===== config.mk =====
export PLATFORM = sky130hd
export DESIGN_NAME = invaders_top
export DESIGN_NICKNAME = d
export VERILOG_FILES = /design/src/invaders_pkg.sv /design/src/invaders_top.sv /design/src/plot_engine.sv /design/src/player_bullet.sv /design/src/alien_row.sv /design/src/player_ship.sv /design/src/game_control.sv /design/src/frame_timer.sv
export SDC_FILE = /design/constraint.sdc
export NUM_CORES = 1
export LEC_CHECK = 0
export BUFFER_PORTS_ARGS = -buffer_cell sky130_fd_sc_hd__buf_2
export CAP_MARGIN = 5
export CELL_PAD_IN_SITES_DETAIL_PLACEMENT = 1
export CELL_PAD_IN_SITES_GLOBAL_PLACEMENT = 1
export CORE_ASPECT_RATIO = 1.5
export CORE_UTILIZATION = 40
export CTS_CLUSTER_SIZE = 20
export DETAILED_ROUTE_END_ITERATION = 12
export PLACE_DENSITY_LB_ADDON = 0.15
export SETUP_SLACK_MARGIN = 0.4
export SLEW_MARGIN = 20
export SYNTH_ARGS = -nofsm -noshare
export SYNTH_HDL_FRONTEND = slang
export SYNTH_SLANG_ARGS = --single-unit

===== constraint.sdc =====
create_clock -name clk -period 5.8 [get_ports clk]
set_clock_uncertainty 0.15 [all_clocks]
set_input_delay 0.58 -clock clk [delete_from_list [all_inputs] [get_ports clk]]
set_output_delay 0.58 -clock clk [all_outputs]
set_load 0.005 [all_outputs]

===== src/invaders_pkg.sv =====
// ~~~~~~~~~~~~~~~~~~~~~~~~~~~~~~~~~~~~~~~~~~~~~~~~
// Screen geometry, colours and shared types for the
// invaders core, used by scoped name in every module
// ~~~~~~~~~~~~~~~~~~~~~~~~~~~~~~~~~~~~~~~~~~~~~~~~
package invaders_pkg;

  typedef logic [7:0] coord_x_t;  // Screen column
  typedef logic [6:0] coord_y_t;  // Screen row
  typedef logic [2:0] colour_t;   // One bit per RGB channel

  // One pixel write on the output stream
  typedef struct packed {
    coord_x_t x;
    coord_y_t y;
    colour_t  colour;
  } pixel_t;

  // Top-left corner of a sprite
  typedef struct packed {
    coord_x_t x;
    coord_y_t y;
  } sprite_pos_t;

  // Objects allowed to move at the coming update
  typedef struct packed {
    logic player;
    logic alien;
    logic bullet;
  } move_due_t;

  typedef enum logic [1:0] {
    LAYER_CLEAR,
    LAYER_PLAYER,
    LAYER_ALIENS,
    LAYER_BULLET
  } layer_t;

  localparam int SCREEN_W = 160;
  localparam int SCREEN_H = 120;
  localparam int PLAYER_W = 4;
  localparam int PLAYER_H = 4;
  localparam int ALIEN_W  = 4;
  localparam int ALIEN_H  = 4;
  localparam int LANE_W   = 20;   // Each alien marches in its own lane

  localparam coord_x_t PLAYER_X0   = 8'd68;
  localparam coord_y_t PLAYER_Y0   = 7'd111;
  localparam coord_x_t ALIEN_X0    = 8'd50;  // Left edge of lane 0
  localparam coord_y_t ALIEN_Y0    = 7'd15;
  localparam coord_y_t ALIEN_Y_MAX = 7'd100; // Floor row for the descent

  localparam colour_t COL_BLACK  = 3'd0;
  localparam colour_t COL_PLAYER = 3'd2;   // Green
  localparam colour_t COL_ALIEN  = 3'd4;   // Red
  localparam colour_t COL_BULLET = 3'd7;   // White

endpackage

===== src/invaders_top.sv =====
// ~~~~~~~~~~~~~~~~~~~~~~~~~~~~~~~~~~~~~~~~~~~~~~~~
// Invaders game core: frame timing, control, sprite
// state and the plot engine that emits the pixels
// ~~~~~~~~~~~~~~~~~~~~~~~~~~~~~~~~~~~~~~~~~~~~~~~~
`timescale 1ns/1ps

module invaders_top #(
  parameter int FRAME_DIV  = 833333,
  parameter int PLAYER_DIV = 10,
  parameter int ALIEN_DIV  = 15,
  parameter int BULLET_DIV = 6,
  parameter int N_ALIENS   = 3      // At most 5 lanes fit on screen
) (
  input  logic                 clk,
  input  logic                 rst,
  input  logic                 go,
  input  logic                 btn_left,
  input  logic                 btn_right,
  input  logic                 btn_fire,
  output invaders_pkg::pixel_t pix,
  output logic                 pix_valid,
  output logic                 in_game
);

  logic                                    frame_tick;
  invaders_pkg::move_due_t                 due;
  logic                                    new_game;
  logic                                    update;
  logic                                    plot_start;
  invaders_pkg::layer_t                    plot_layer;
  logic                                    plot_done;
  invaders_pkg::sprite_pos_t               player_pos;
  invaders_pkg::sprite_pos_t [N_ALIENS-1:0] alien_pos;
  invaders_pkg::sprite_pos_t               bullet_pos;
  logic                                    bullet_flying;

  frame_timer #(
    .FRAME_DIV (FRAME_DIV),
    .PLAYER_DIV(PLAYER_DIV),
    .ALIEN_DIV (ALIEN_DIV),
    .BULLET_DIV(BULLET_DIV)
  ) u_timer (
    .clk       (clk),
    .rst       (rst),
    .in_game   (in_game),
    .frame_tick(frame_tick),
    .due       (due)
  );

  game_control u_ctrl (
    .clk          (clk),
    .rst          (rst),
    .go           (go),
    .frame_tick   (frame_tick),
    .plot_done    (plot_done),
    .bullet_flying(bullet_flying),
    .in_game      (in_game),
    .new_game     (new_game),
    .update       (update),
    .plot_start   (plot_start),
    .plot_layer   (plot_layer)
  );

  player_ship u_ship (
    .clk(clk), .rst(rst), .new_game(new_game), .update(update),
    .step(due.player), .btn_left(btn_left), .btn_right(btn_right),
    .player_pos(player_pos)
  );

  alien_row #(.N_ALIENS(N_ALIENS)) u_aliens (
    .clk(clk), .rst(rst), .new_game(new_game), .update(update),
    .step(due.alien), .alien_pos(alien_pos)
  );

  player_bullet u_bullet (
    .clk(clk), .rst(rst), .new_game(new_game), .update(update),
    .step(due.bullet), .btn_fire(btn_fire), .player_pos(player_pos),
    .bullet_pos(bullet_pos), .bullet_flying(bullet_flying)
  );

  plot_engine #(.N_ALIENS(N_ALIENS)) u_plot (
    .clk       (clk),
    .rst       (rst),
    .plot_start(plot_start),
    .plot_layer(plot_layer),
    .player_pos(player_pos),
    .alien_pos (alien_pos),
    .bullet_pos(bullet_pos),
    .plot_done (plot_done),
    .pix       (pix),
    .pix_valid (pix_valid)
  );

endmodule


===== src/plot_engine.sv =====
// ~~~~~~~~~~~~~~~~~~~~~~~~~~~~~~~~~~~~~~~~~~~~~~~~
// Turns plot requests into one pixel per clock: the
// clear raster, sprite boxes or the bullet pixel
// ~~~~~~~~~~~~~~~~~~~~~~~~~~~~~~~~~~~~~~~~~~~~~~~~
`timescale 1ns/1ps

module plot_engine #(
  parameter int N_ALIENS = 3
) (
  input  logic                                    clk,
  input  logic                                    rst,
  input  logic                                    plot_start,
  input  invaders_pkg::layer_t                     plot_layer,
  input  invaders_pkg::sprite_pos_t                player_pos,
  input  invaders_pkg::sprite_pos_t [N_ALIENS-1:0] alien_pos,
  input  invaders_pkg::sprite_pos_t                bullet_pos,
  output logic                                    plot_done,
  output invaders_pkg::pixel_t                     pix,
  output logic                                    pix_valid
);

  localparam int IDX_W = (N_ALIENS > 1) ? $clog2(N_ALIENS) : 1;

  logic                      busy;
  invaders_pkg::layer_t      layer;
  invaders_pkg::coord_x_t    cx;      // Column offset inside the walk
  invaders_pkg::coord_y_t    cy;
  logic [IDX_W-1:0]          idx;     // Alien being drawn
  invaders_pkg::sprite_pos_t base;
  invaders_pkg::coord_x_t    x_last;
  invaders_pkg::coord_y_t    y_last;
  invaders_pkg::colour_t     colour;
  logic                      box_end;
  logic                      last;

  // Origin, extent and colour of the current walk
  always_comb begin
    base   = '0;
    x_last = '0;
    y_last = '0;
    colour = invaders_pkg::COL_BLACK;
    case (layer)
      invaders_pkg::LAYER_CLEAR: begin
        x_last = invaders_pkg::coord_x_t'(invaders_pkg::SCREEN_W - 1);
        y_last = invaders_pkg::coord_y_t'(invaders_pkg::SCREEN_H - 1);
      end
      invaders_pkg::LAYER_PLAYER: begin
        base   = player_pos;
        x_last = invaders_pkg::coord_x_t'(invaders_pkg::PLAYER_W - 1);
        y_last = invaders_pkg::coord_y_t'(invaders_pkg::PLAYER_H - 1);
        colour = invaders_pkg::COL_PLAYER;
      end
      invaders_pkg::LAYER_ALIENS: begin
        base   = alien_pos[idx];
        x_last = invaders_pkg::coord_x_t'(invaders_pkg::ALIEN_W - 1);
        y_last = invaders_pkg::coord_y_t'(invaders_pkg::ALIEN_H - 1);
        colour = invaders_pkg::COL_ALIEN;
      end
      default: begin
        base   = bullet_pos;       // Single pixel, extent stays zero
        colour = invaders_pkg::COL_BULLET;
      end
    endcase
  end

  assign box_end = (cx == x_last) && (cy == y_last);
  assign last    = box_end &&
                   ((layer != invaders_pkg::LAYER_ALIENS) || (idx == IDX_W'(N_ALIENS - 1)));

  always_ff @(posedge clk or posedge rst) begin
    if (rst) begin
      busy  <= 1'b0;
      layer <= invaders_pkg::LAYER_CLEAR;
      cx    <= '0;
      cy    <= '0;
      idx   <= '0;
    end else if (plot_start) begin
      busy  <= 1'b1;
      layer <= plot_layer;
      cx    <= '0;
      cy    <= '0;
      idx   <= '0;
    end else if (busy) begin
      if (last) begin
        busy <= 1'b0;
      end else if (box_end) begin
        cx  <= '0;                  // Next alien box
        cy  <= '0;
        idx <= idx + 1'b1;
      end else if (cx == x_last) begin
        cx <= '0;
        cy <= cy + 1'b1;
      end else begin
        cx <= cx + 1'b1;
      end
    end
  end

  assign pix.x      = base.x + cx;
  assign pix.y      = base.y + cy;
  assign pix.colour = colour;
  assign pix_valid  = busy;
  assign plot_done  = busy && last;

endmodule


===== src/player_bullet.sv =====
// ~~~~~~~~~~~~~~~~~~~~~~~~~~~~~~~~~~~~~~~~~~~~~~~~
// Single player bullet: launch from the ship, climb
// one row per step, retire at the top row
// ~~~~~~~~~~~~~~~~~~~~~~~~~~~~~~~~~~~~~~~~~~~~~~~~
`timescale 1ns/1ps

module player_bullet (
  input  logic                      clk,
  input  logic                      rst,
  input  logic                      new_game,
  input  logic                      update,
  input  logic                      step,
  input  logic                      btn_fire,
  input  invaders_pkg::sprite_pos_t player_pos,
  output invaders_pkg::sprite_pos_t bullet_pos,
  output logic                      bullet_flying
);

  // Launch point is just above the middle of the ship
  localparam invaders_pkg::coord_y_t Y_LAUNCH = invaders_pkg::PLAYER_Y0 - 7'd1;

  always_ff @(posedge clk or posedge rst) begin
    if (rst) begin
      bullet_flying <= 1'b0;
      bullet_pos.x  <= invaders_pkg::PLAYER_X0;
      bullet_pos.y  <= Y_LAUNCH;
    end else if (new_game) begin
      bullet_flying <= 1'b0;
      bullet_pos.x  <= invaders_pkg::PLAYER_X0;
      bullet_pos.y  <= Y_LAUNCH;
    end else if (update) begin
      if (bullet_flying) begin
        if (bullet_pos.y == '0) begin
          bullet_flying <= 1'b0;           // Reached the top
        end else if (step) begin
          bullet_pos.y <= bullet_pos.y - 1'b1;
        end
      end else if (btn_fire) begin
        bullet_flying <= 1'b1;
        bullet_pos.x  <= player_pos.x + 8'd2;
        bullet_pos.y  <= Y_LAUNCH;
      end
    end
  end

endmodule


===== src/alien_row.sv =====
// ~~~~~~~~~~~~~~~~~~~~~~~~~~~~~~~~~~~~~~~~~~~~~~~~
// Alien positions, each one marching inside its own
// lane and stepping down a row at every turn
// ~~~~~~~~~~~~~~~~~~~~~~~~~~~~~~~~~~~~~~~~~~~~~~~~
`timescale 1ns/1ps

module alien_row #(
  parameter int N_ALIENS = 3
) (
  input  logic                                    clk,
  input  logic                                    rst,
  input  logic                                    new_game,
  input  logic                                    update,
  input  logic                                    step,
  output invaders_pkg::sprite_pos_t [N_ALIENS-1:0] alien_pos
);

  for (genvar i = 0; i < N_ALIENS; i++) begin : g_alien
    // Lane bounds for the box's left column
    localparam invaders_pkg::coord_x_t X_LO =
      invaders_pkg::coord_x_t'(int'(invaders_pkg::ALIEN_X0) + i * invaders_pkg::LANE_W);
    localparam invaders_pkg::coord_x_t X_HI =
      invaders_pkg::coord_x_t'(int'(X_LO) + invaders_pkg::LANE_W - invaders_pkg::ALIEN_W);

    invaders_pkg::coord_x_t x_q;
    invaders_pkg::coord_y_t y_q;
    logic                   dir_left;   // Low while marching right
    logic                   at_edge;

    assign at_edge = dir_left ? (x_q == X_LO) : (x_q == X_HI);

    always_ff @(posedge clk or posedge rst) begin
      if (rst) begin
        x_q      <= X_LO;
        y_q      <= invaders_pkg::ALIEN_Y0;
        dir_left <= 1'b0;
      end else if (new_game) begin
        x_q      <= X_LO;
        y_q      <= invaders_pkg::ALIEN_Y0;
        dir_left <= 1'b0;
      end else if (update && step) begin
        if (at_edge) begin
          dir_left <= !dir_left;   // Turn takes the whole step
          if (y_q < invaders_pkg::ALIEN_Y_MAX) begin
            y_q <= y_q + 1'b1;
          end
        end else if (dir_left) begin
          x_q <= x_q - 1'b1;
        end else begin
          x_q <= x_q + 1'b1;
        end
      end
    end

    assign alien_pos[i].x = x_q;
    assign alien_pos[i].y = y_q;
  end

endmodule


===== src/player_ship.sv =====
// ~~~~~~~~~~~~~~~~~~~~~~~~~~~~~~~~~~~~~~~~~~~~~~~~
// Player position, moved by the buttons at stepped
// updates and kept inside the screen
// ~~~~~~~~~~~~~~~~~~~~~~~~~~~~~~~~~~~~~~~~~~~~~~~~
`timescale 1ns/1ps

module player_ship (
  input  logic                     clk,
  input  logic                     rst,
  input  logic                     new_game,
  input  logic                     update,
  input  logic                     step,
  input  logic                     btn_left,
  input  logic                     btn_right,
  output invaders_pkg::sprite_pos_t player_pos
);

  localparam int X_MAX = invaders_pkg::SCREEN_W - invaders_pkg::PLAYER_W;

  invaders_pkg::coord_x_t x_q;
  logic                   go_left;
  logic                   go_right;

  // Both buttons held means no move
  assign go_left  = btn_left && !btn_right && (x_q != '0);
  assign go_right = btn_right && !btn_left && (int'(x_q) < X_MAX);

  always_ff @(posedge clk or posedge rst) begin
    if (rst) begin
      x_q <= invaders_pkg::PLAYER_X0;
    end else if (new_game) begin
      x_q <= invaders_pkg::PLAYER_X0;
    end else if (update && step) begin
      if (go_left) begin
        x_q <= x_q - 1'b1;
      end else if (go_right) begin
        x_q <= x_q + 1'b1;
      end
    end
  end

  assign player_pos.x = x_q;
  assign player_pos.y = invaders_pkg::PLAYER_Y0;   // Ship never leaves its row

endmodule


===== src/game_control.sv =====
// ~~~~~~~~~~~~~~~~~~~~~~~~~~~~~~~~~~~~~~~~~~~~~~~~
// Frame sequencing FSM: clear, update, then one plot
// request per sprite layer, then wait for the tick
// ~~~~~~~~~~~~~~~~~~~~~~~~~~~~~~~~~~~~~~~~~~~~~~~~
`timescale 1ns/1ps

module game_control (
  input  logic                clk,
  input  logic                rst,
  input  logic                go,
  input  logic                frame_tick,
  input  logic                plot_done,
  input  logic                bullet_flying,
  output logic                in_game,
  output logic                new_game,
  output logic                update,
  output logic                plot_start,
  output invaders_pkg::layer_t plot_layer
);

  typedef enum logic [2:0] {
    IDLE,
    START,
    CLEAR,
    UPDATE,
    PLOT_PLAYER,
    PLOT_ALIENS,
    PLOT_BULLET,
    WAIT_FRAME
  } state_t;

  state_t state;
  state_t state_nx;

  always_comb begin
    state_nx = state;
    case (state)
      IDLE:        if (go) state_nx = START;
      START:       state_nx = CLEAR;
      CLEAR:       if (plot_done) state_nx = UPDATE;
      UPDATE:      state_nx = PLOT_PLAYER;
      PLOT_PLAYER: if (plot_done) state_nx = PLOT_ALIENS;
      PLOT_ALIENS: begin
        if (plot_done) state_nx = bullet_flying ? PLOT_BULLET : WAIT_FRAME;
      end
      PLOT_BULLET: if (plot_done) state_nx = WAIT_FRAME;
      WAIT_FRAME:  if (frame_tick) state_nx = CLEAR;  // Ticks elsewhere are dropped
      default:     state_nx = IDLE;
    endcase
  end

  always_ff @(posedge clk or posedge rst) begin
    if (rst) begin
      state <= IDLE;
    end else begin
      state <= state_nx;
    end
  end

  // Request goes out in the first cycle of each drawing state
  always_ff @(posedge clk or posedge rst) begin
    if (rst) begin
      plot_start <= 1'b0;
      plot_layer <= invaders_pkg::LAYER_CLEAR;
    end else begin
      plot_start <= 1'b0;
      if (state_nx != state) begin
        case (state_nx)
          CLEAR: begin
            plot_start <= 1'b1;
            plot_layer <= invaders_pkg::LAYER_CLEAR;
          end
          PLOT_PLAYER: begin
            plot_start <= 1'b1;
            plot_layer <= invaders_pkg::LAYER_PLAYER;
          end
          PLOT_ALIENS: begin
            plot_start <= 1'b1;
            plot_layer <= invaders_pkg::LAYER_ALIENS;
          end
          PLOT_BULLET: begin
            plot_start <= 1'b1;
            plot_layer <= invaders_pkg::LAYER_BULLET;
          end
          default: ;
        endcase
      end
    end
  end

  assign in_game  = (state != IDLE);
  assign new_game = (state == START);   // Single cycle, START never repeats
  assign update   = (state == UPDATE);

endmodule


===== src/frame_timer.sv =====
// ~~~~~~~~~~~~~~~~~~~~~~~~~~~~~~~~~~~~~~~~~~~~~~~~
// Frame tick strobe and per-object movement flags,
// idle and cleared while no game is running
// ~~~~~~~~~~~~~~~~~~~~~~~~~~~~~~~~~~~~~~~~~~~~~~~~
`timescale 1ns/1ps

module frame_timer #(
  parameter int FRAME_DIV  = 833333,
  parameter int PLAYER_DIV = 10,
  parameter int ALIEN_DIV  = 15,
  parameter int BULLET_DIV = 6
) (
  input  logic                   clk,
  input  logic                   rst,
  input  logic                   in_game,
  output logic                   frame_tick,
  output invaders_pkg::move_due_t due
);

  localparam int FW = (FRAME_DIV > 1) ? $clog2(FRAME_DIV) : 1;

  logic [FW-1:0] clk_cnt;
  logic          frame_wrap;
  logic [2:0]    due_vec;   // Player, alien, bullet from msb down

  assign frame_wrap = in_game && (clk_cnt == FW'(FRAME_DIV - 1));

  always_ff @(posedge clk or posedge rst) begin
    if (rst) begin
      clk_cnt    <= '0;
      frame_tick <= 1'b0;
    end else if (!in_game) begin
      clk_cnt    <= '0;
      frame_tick <= 1'b0;
    end else begin
      clk_cnt    <= frame_wrap ? '0 : clk_cnt + 1'b1;
      frame_tick <= frame_wrap;
    end
  end

  // One frame counter per object, flag held for a whole frame
  for (genvar i = 0; i < 3; i++) begin : g_rate
    localparam int DIV = (i == 2) ? PLAYER_DIV : (i == 1) ? ALIEN_DIV : BULLET_DIV;
    localparam int RW  = (DIV > 1) ? $clog2(DIV) : 1;

    logic [RW-1:0] frm_cnt;
    logic          flag;

    always_ff @(posedge clk or posedge rst) begin
      if (rst) begin
        frm_cnt <= '0;
        flag    <= 1'b0;
      end else if (!in_game) begin
        frm_cnt <= '0;
        flag    <= 1'b0;
      end else if (frame_wrap) begin
        flag    <= (frm_cnt == RW'(DIV - 1));
        frm_cnt <= (frm_cnt == RW'(DIV - 1)) ? '0 : frm_cnt + 1'b1;
      end
    end

    assign due_vec[i] = flag;
  end

  assign due = invaders_pkg::move_due_t'(due_vec);

endmodule


== Yosys cells after proc, flatten, opt, wreduce, memory -nomap -nowiden ==
Cells that the tools add are included.

* Reductions and logical operators: 55
* Mux-type cells: 104
* Equal/unequal tests: 36
* Order comparisons: 5
* Add/subtract/negate cells: 22

{| class="wikitable"
|+ Operators with widths
! cell !! count
|-
| 8-bit two-way mux || 22
|-
| 7-bit two-way mux || 20
|-
| 15-bit two-way mux || 4
|-
| 15-bit case mux with 3 select lines || 1
|-
| 8-bit by 1-bit adder with 8-bit output (second input constant) || 5
|-
| 8-bit by 7-bit == test with 1-bit output (second input constant) || 5
|-
| 20-bit two-way mux || 2
|-
| 8-bit by 1-bit subtractor with 8-bit output (second input constant) || 4
|-
| 15-bit binary-select mux with 2-bit select || 1
|-
| 1-bit two-way mux || 30
|-
| 7-bit by 1-bit adder with 7-bit output (second input constant) || 4
|-
| 3-bit two-way mux || 9
|-
| 3-bit == test (second input constant) || 8
|-
| 4-bit two-way mux || 6
|-
| 3-bit case mux with 8 select lines || 1
|-
| 2-bit nonzero test || 12
|-
| 7-bit < comparator (second input constant) || 3
|-
| 20-bit by 1-bit adder with 20-bit output (second input constant) || 1
|-
| 20-bit == test (second input constant) || 1
|-
| 2-bit AND reduction || 9
|-
| 3-bit AND reduction || 6
|-
| 8-bit case mux with 2 select lines || 1
|-
| 2-bit != test (second input constant) || 7
|-
| 7-bit case mux with 2 select lines || 1
|-
| other kinds (34) || 59
|}

* Output and inout bits: 20
* Logic and storage cells: 251
* Register bits: 133

== Depth between registers and ports, before layout ==
Gate-level depths: netlist (run 1).

* Word-level depth: 13
* Depth in mapped cells: 14
* Depth with buffers taken out: 13

== Hierarchy ==
From an unflattened synthesis (run 1), not the netlist that was laid out.

* Cell total of the unflattened synthesis: 1017
* Area, all modules: 9316.4 µm²

{| class="wikitable"
|+ By module, submodules not included
! module !! times used !! area each (µm²) !! cells each
|-
| alien_row || 1 || 3064.2 || 312
|-
| plot_engine || 1 || 2357.3 || 291
|-
| frame_timer || 1 || 1811.7 || 191
|-
| player_bullet || 1 || 927.1 || 95
|-
| player_ship || 1 || 802.0 || 89
|-
| game_control || 1 || 354.1 || 39
|}

== Worst setup path after synthesis (run 1) ==
OpenSTA, ideal clock, no wires.

* Kind: flip-flop to output port
* Start point: register u_plot.idx[1]
* End point: output pix[9] (netlist bit)
* Stages on the path, launching flop included: 15
* Data required time: 5.070 ns
* Arrival: 2.982 ns
* Slack: 2.088 ns
* Path buffers: 2
* Cells stage by stage: dfrtp_1 clkbuf_1 clkbuf_1 mux2i_1 o21ai_0 a21oi_1 a21oi_1 ha_1 fa_1 a21oi_1 nor2_1 nor2_1 o21bai_1 a21oi_1 xor2_1

{| class="wikitable"
|+ RTL lines
! what !! line !! source
|-
| start, declared || plot_engine.sv:28 || <nowiki>logic [IDX_W-1:0] idx;</nowiki>
|-
| start signal, assigned || plot_engine.sv:89 || <nowiki>idx <= idx + 1'b1;</nowiki>
|-
| end, declared || invaders_top.sv:20 || <nowiki>output invaders_pkg::pixel_t pix,</nowiki>
|}

==> metrics, run 1 <==
sequential area share after synthesis=0.392; Post-CTS Resized=0; CP max stage cell=nor2b_1; most frequent cell after synthesis=nand2_1; Slew headroom=0.449; Tightest Pin Transition=0.825 ns; Final TNS setup=0 ns; register area=3370 um^2; Synth Cell Area=approximately 8600 um^2; RSZ-0062 raised after global routing=false; number of remaining DRC errors=0; type of origin of the critical path=register; Routed WL=24200 um; final setup margin=~1.4 ns; pre-CTS setup slack=1.87 ns; status=completed; Pwr Density=363 nW/um^2; drt wl/cell=19.2 um; R2R Path End=u_plot.cy[6]$_DFFE_PP0P_; Top-Level Pins=26; GRT overflow=0; max-slew violation count=0; Tot Pwr=about 3.5 mW; launch point of the worst path=u_plot.idx[0]$_DFFE_PP0P_; Most used DFF post-synth=dfrtp_1; Starting Density=0.408; most used cell along the critical path=a21oi_1; Reg clk slew, reported paths=roughly 0.06 ns; Root Driver=clkbuf_16; Ys Warns=0; FFs w/ async S/R, synth=1.00; Hold WC Path Type=primary input to async pin; post-route minimum period=4.42 ns; critical-path maximum fanout=20; Arr. time, crit path=3.69 ns; Synth top cells by count=nand2_1, dfrtp_1, nor2_1; Core Rows=65; Post-synth EDFFs=0; CP Cell Sequence=nor2b_1 > nand2_1 > o21ai_0 > a21oi_1 > a21oi_1 > ha_1 > a21o_1 > a21oi_1 > o21bai_1 > a21oi_1 > xnor2_1 > buf_2; DR pass1 iterations=4; synthesized instance count=965; GP Congestion=~0.86; Crit Path Category=register to primary output; multi-input logic area=roughly 4900 um^2; Synth Area per Inst=approximately 8.9 um^2; Num Clock Sinks=133; I/O Buffers=25; vias per inst=~5.6; leakage=4.18 nW; die height=181 um; # diodes=0; fin util=0.456; Achievable Freq=226 MHz; Synth Register Bits=133; largest area contributor in the netlist=dfrtp_1; fillcell total=2478; max_cap viols=0; NumNets Final=1044; Worst R2R Path Depth=6; via count=7116; Final Hold Viols=0; Die Area=around 22000 um^2; Critical R2R Launch=u_plot.layer[1]$_DFFE_PP0P_; layout cells sized above 1=0.117; Setup Buffers After CTS=0; CTS buffer count=17; H-tree depth=4; first-pass GRT wire length=39700 um; flop-to-flop setup slack=2.41 ns; crit share post-route=0.763; core footprint=21100 um^2; Die W=122 um; Final HPWL DP=~18000 um; Setup crit end kind=primary output; CTS tree=yes; largest net degree at the start of global routing=84; maximum vdd drop=0.222 mV; Iter 0 DRT Violations=~340; CP required=roughly 5.1 ns; hold-fix buffers at CTS=0; largest cells by area after synthesis=dfrtp_1, dfstp_2, ha_1; count of final setup violators=0; Netlist cell types=67; vias in the first global route=7506; gr usage total=0.232; initial antenna violation count=0; worst-skew pair later-pin latency=0.44 ns; Routed Antenna Nets=0; syn_nets=1029; share of the synthesized area in the top cell type=0.297; Max clock buf depth=2; CP peak stage delay=0.73 ns; Layout area overhead=11.8%
layout by cell type, fill, tap and decap left out, drive strengths merged, types with 8 or more instances in the layout:
cell type / n
a21o: 10
a21oi: 79
a22o: 13
a31oi: 8
and2: 9
and3: 9
buf: 34
clkbuf: 18
dfrtp: 102
dfstp: 31
ha: 52
inv: 46
mux2: 10
mux2i: 20
nand2: 111
nand2b: 10
nand3: 29
nand4: 22
nor2: 101
nor2b: 8
nor3: 19
o211ai: 8
o21ai: 52
or3: 10
xnor2: 39
xor2: 40
sequential cells by signal, indices dropped and copies added (netlist names):
signal	cells
u_ctrl.plot_start	1
u_bullet.bullet_pos	15
u_ctrl.state	3
u_timer.g_rate.frm_cnt	11
u_plot.layer	2
u_plot.idx	2
u_aliens.g_alien.y_q	21
u_bullet.bullet_flying	1
u_timer.clk_cnt	20
u_timer.frame_tick	1
u_ship.x_q	8
u_plot.cx	8
u_aliens.g_alien.dir_left	3
u_plot.cy	7
u_aliens.g_alien.x_q	24
u_ctrl.plot_layer	2
u_plot.pix_valid	1
u_timer.g_rate.flag	3
cell families (layout without fill, tap and decap cells):
logic type / after synthesis / after routing / synth area share
AO/OA/AOI/OAI: 218 / 218 / 0.156
adder cells (fa/ha/maj): 58 / 58 / 0.0897
XOR/XNOR: 79 / 79 / 0.0805
AND/OR/NAND/NOR: 366 / 366 / 0.208
flip-flops: 133 / 133 / 0.392
buffers and inverters: 81 / 109 / 0.0371
multiplexers: 30 / 30 / 0.0364
worst max-delay path, delay by kind of cell (launching register included):
kind	cells	cell delay, ns
buf+inv	1	0.12
compound gates	7	1.20
simple gates	2	0.83
xor+xnor	1	0.13
flops	1	0.68
fa+ha+maj	1	0.29
final cells by class:
class / count / share of cell area
Clock buffer: 18 / 0.0447
Multi-Input combinational cell: 751 / 0.512
Inverter: 43 / 0.0173
Timing Repair Buffer: 34 / 0.0201
Clock inverter: 14 / 0.0208
Tap cell: 268 / 0.0349
Sequential cell: 133 / 0.350
routing by layer:
layer / global-route usage / vias to the layer above / share of wire
li1: - / 3458 / -
met1: 0.270 / 3556 / 0.42
met2: 0.425 / 72 / 0.53
met3: 0.0352 / 30 / 0.023
met4: 0.0805 / 0 / 0.019
met5: 0 / - / 0
report_power, final:
part | leakage (nW) | switching [mW] | total, mW | internal [mW]
sequential | 1.70 | 0.273 | 1.44 | 1.17
clock | 0.298 | 0.451 | 1.17 | 0.723
combinational | 2.18 | 0.473 | 0.870 | 0.397
total | 4.18 | 1.20 | 3.48 | 2.29
worst max-delay path by stage:
stage / to / slack [ns] / cells after the start
after floorplan: u_aliens.g_alien[0].dir_left$_DFFE_PP0P_ / 1.57 / 1
after global placement: pix[8] / 1.95 / 12
after detailed placement: pix[8] / 1.87 / 12
after CTS: pix[8] / 1.39 / 12
after global routing: pix[8] / 1.07 / 12
final: pix[8] / 1.38 / 12
per-stage QoR:
stage          std cells  instance area [um^2]  hold slack (ns)
2_1_floorplan        965                  8590            0.293
3_3_place_gp        1229                  8970            0.312
3_5_place_dp        1229                  8970            0.317
4_1_cts             1261                  9600            0.184
5_1_grt             1261                  9610            0.215
6_report            1261                  9610            0.146
No activity file was read; power rests on OpenSTA's default activity.
==> inputs of run 2 (changes only) <==
Clock period 5.8 ns to 4.65 ns, I/O delays scaled along.
==> run 2 against run 1 <==
Compared with the run above:
- total power up 24%
- global-route usage about the same
- count of clock-buffer cells in the layout up 4
- clock power up 24%
- cell count up 0.16%
- first-iteration DRC count down 11%
- sequential share of layout area about the same
- register-to-register slack worse by 0.89 ns
- sequential cell count unchanged
- combinational power up 22%
- via count up 0.49%
==> metrics, run 2 (synthesized netlist as in run 1, its figures left out) <==
status=completed; DR pass1 iterations=4; Reg clk slew, reported paths=0.06 ns; vias per inst=5.66; Layout area overhead=12.0%; number of remaining DRC errors=0; CP Cell Sequence=nor2b_1 > buf_4 > nand2_1 > o21ai_0 > a21oi_1 > a21oi_1 > ha_1 > fa_1 > a21oi_1 > nor2_1 > nor2_1 > o21bai_1 > a21oi_1 > xor2_1 > buf_2; Pwr Density=449 nW/um^2; crit share post-route=0.863; Routed Antenna Nets=0; register with the highest flop count=u_aliens.g_alien.x_q; Final HPWL DP=18000 um; first-pass GRT wire length=39700 um; Crit Path Category=register to primary output; CTS buffer count=17; worst-skew pair later-pin latency=0.43 ns; Max clock buf depth=2; via count=around 7000; commonest non-fill, non-tap cell in the layout=nand2_1; max_cap viols=0; Arr. time, crit path=3.40 ns; NumNets Final=between 1000 and 1500; R2R Path End=u_ship.x_q[7]$_DFFE_PP0P_; maximum vdd drop=0.224 mV; Critical R2R Launch=u_ship.x_q[2]$_DFFE_PP1P_; I/O Buffers=25; hold slack=0.101 ns; post-route minimum period=4.01 ns; vias in the first global route=7592; CP max stage cell=dfrtp_2; Top-Level Pins=26; Hold WC Path Type=primary input to async pin; gr usage total=0.232; Final Hold Viols=0; Achievable Freq=approximately 250 MHz; dpl cells=1230; Tightest Pin Transition=0.954 ns; leakage=approximately 4.2 nW; Root Driver=clkbuf_16; Core Rows=65; Tot Pwr=between 4 and 5 mW; commonest non-fill, non-tap cells in the layout=nand2_1, nor2_1, dfrtp_1, a21oi_1; most used cell along the critical path=a21oi_1; GP Congestion=0.798; flop-to-flop setup slack=1.52 ns; # diodes=0; type of origin of the critical path=register; die height=181 um; Crit path max-delay family=compound AO/OA/AOI/OAI gates; core footprint=21100 um^2; Buf/Inv on CP=2; met2 Use GR=0.417; Cell Count, Final, Fillers Out=1263; Final TNS setup=0 ns; fillcell total=2497; met3 global-route usage=0.0320; met1 usage=0.278; largest net degree at the start of global routing=~100; pre-CTS setup slack=0.894 ns; Routed WL=about 24000 um; Slew headroom=0.364; CP required=approximately 4.0 ns; H-tree depth=4; Num Clock Sinks=133; Die Area=22100 um^2; Most Used Layer, Global Route=met2; largest registers=u_aliens.g_alien.x_q: 24 flops, u_aliens.g_alien.y_q: 21 flops, u_timer.clk_cnt: 20 flops; initial antenna violation count=0; GRT overflow=0; layout cells sized above 1=0.124; number of flip-flops in the largest register=24; CTS tree=yes; Setup crit end kind=primary output; Worst R2R Path Depth=9; max-slew violation count=0; final setup margin=roughly 0.64 ns; critical-path maximum fanout=12; CP peak stage delay=0.48 ns; Iter 0 DRT Violations=299; Starting Density=0.408; hold-fix buffers at CTS=0; RSZ-0062 raised after global routing=false; drt wl/cell=about 19 um; Die W=122 um; count of final setup violators=0
==> run 2: changes by cell type in the layout (fill, tap and decap cells not counted), sizes merged <==
cell	before	now
clkbuf	18	23
clkinv	4	1
clkinvlp	3	5
inv	46	44
buf	34	35
bufinv	4	3
==> run 2: power breakdown <==
group	total, mW	leakage (nW)	switching (mW)	internal [mW]
Combinational	1.06	2.19	0.566	0.491
Sequential	1.81	1.70	0.358	1.45
Clock	1.45	0.291	0.544	0.903
==> run 2: metal layers <==
| metal | part of all wire | vias up |
|---|---|---|
| li1 | - | 3444 |
| met1 | 0.44 | 3612 |
| met2 | 0.53 | 66 |
| met3 | 0.015 | 29 |
| met4 | 0.020 | 0 |
| met5 | 0 | - |
==> run 2: timing repair <==
item | 4_1_cts | 5_1_grt
resized for setup | 1 | 4
setup buffers | 0 | 1
endpoints found under the setup margin | 1 | 3
==> run 2: cell type report <==
| class | instances | area [um^2] | share of cell area |
|---|---|---|---|
| clock inverter | 10 | 145 | 0.0151 |
| timing repair buffer | 36 | 208 | 0.0216 |
| tap | 268 | 335 | 0.0348 |
| multi-input combinational | 751 | 4910 | 0.510 |
| inverter | 43 | 166 | 0.0173 |
| clock buffer | 22 | 484 | 0.0503 |
| sequential | 133 | 3370 | 0.350 |
==> run 2: metrics by stage <==
step	area, um^2	utilization
2_1_floorplan	8590	-
4_1_cts	9610	0.456
3_5_place_dp	8980	0.426
6_report	9620	0.457
3_3_place_gp	8980	0.426
5_1_grt	9620	0.457
==> run 2: worst register-to-register path, delay by kind of cell (launching register included) <==
family | cells | cell delay [ns]
AOI/OAI and AO/OA | 6 | 1.62
xor gates and xnor gates | 1 | 0.15
adders and majority gates | 1 | 0.37
DFF | 1 | 0.63
and+or+nand+nor | 1 | 0.08
==> run 2: worst max path at each step <==
stage,startpoint,to,cells past startpoint
final,u_plot.idx[0]$_DFFE_PP0P_,pix[9],15
after global routing,u_plot.idx[0]$_DFFE_PP0P_,pix[9],15
after floorplan,rst,u_aliens.g_alien[0].dir_left$_DFFE_PP0P_,1
after global placement,u_plot.idx[0]$_DFFE_PP0P_,pix[9],15
after detailed placement,u_plot.idx[0]$_DFFE_PP0P_,pix[9],15
after CTS,u_plot.layer[1]$_DFFE_PP0P_,pix[17],9
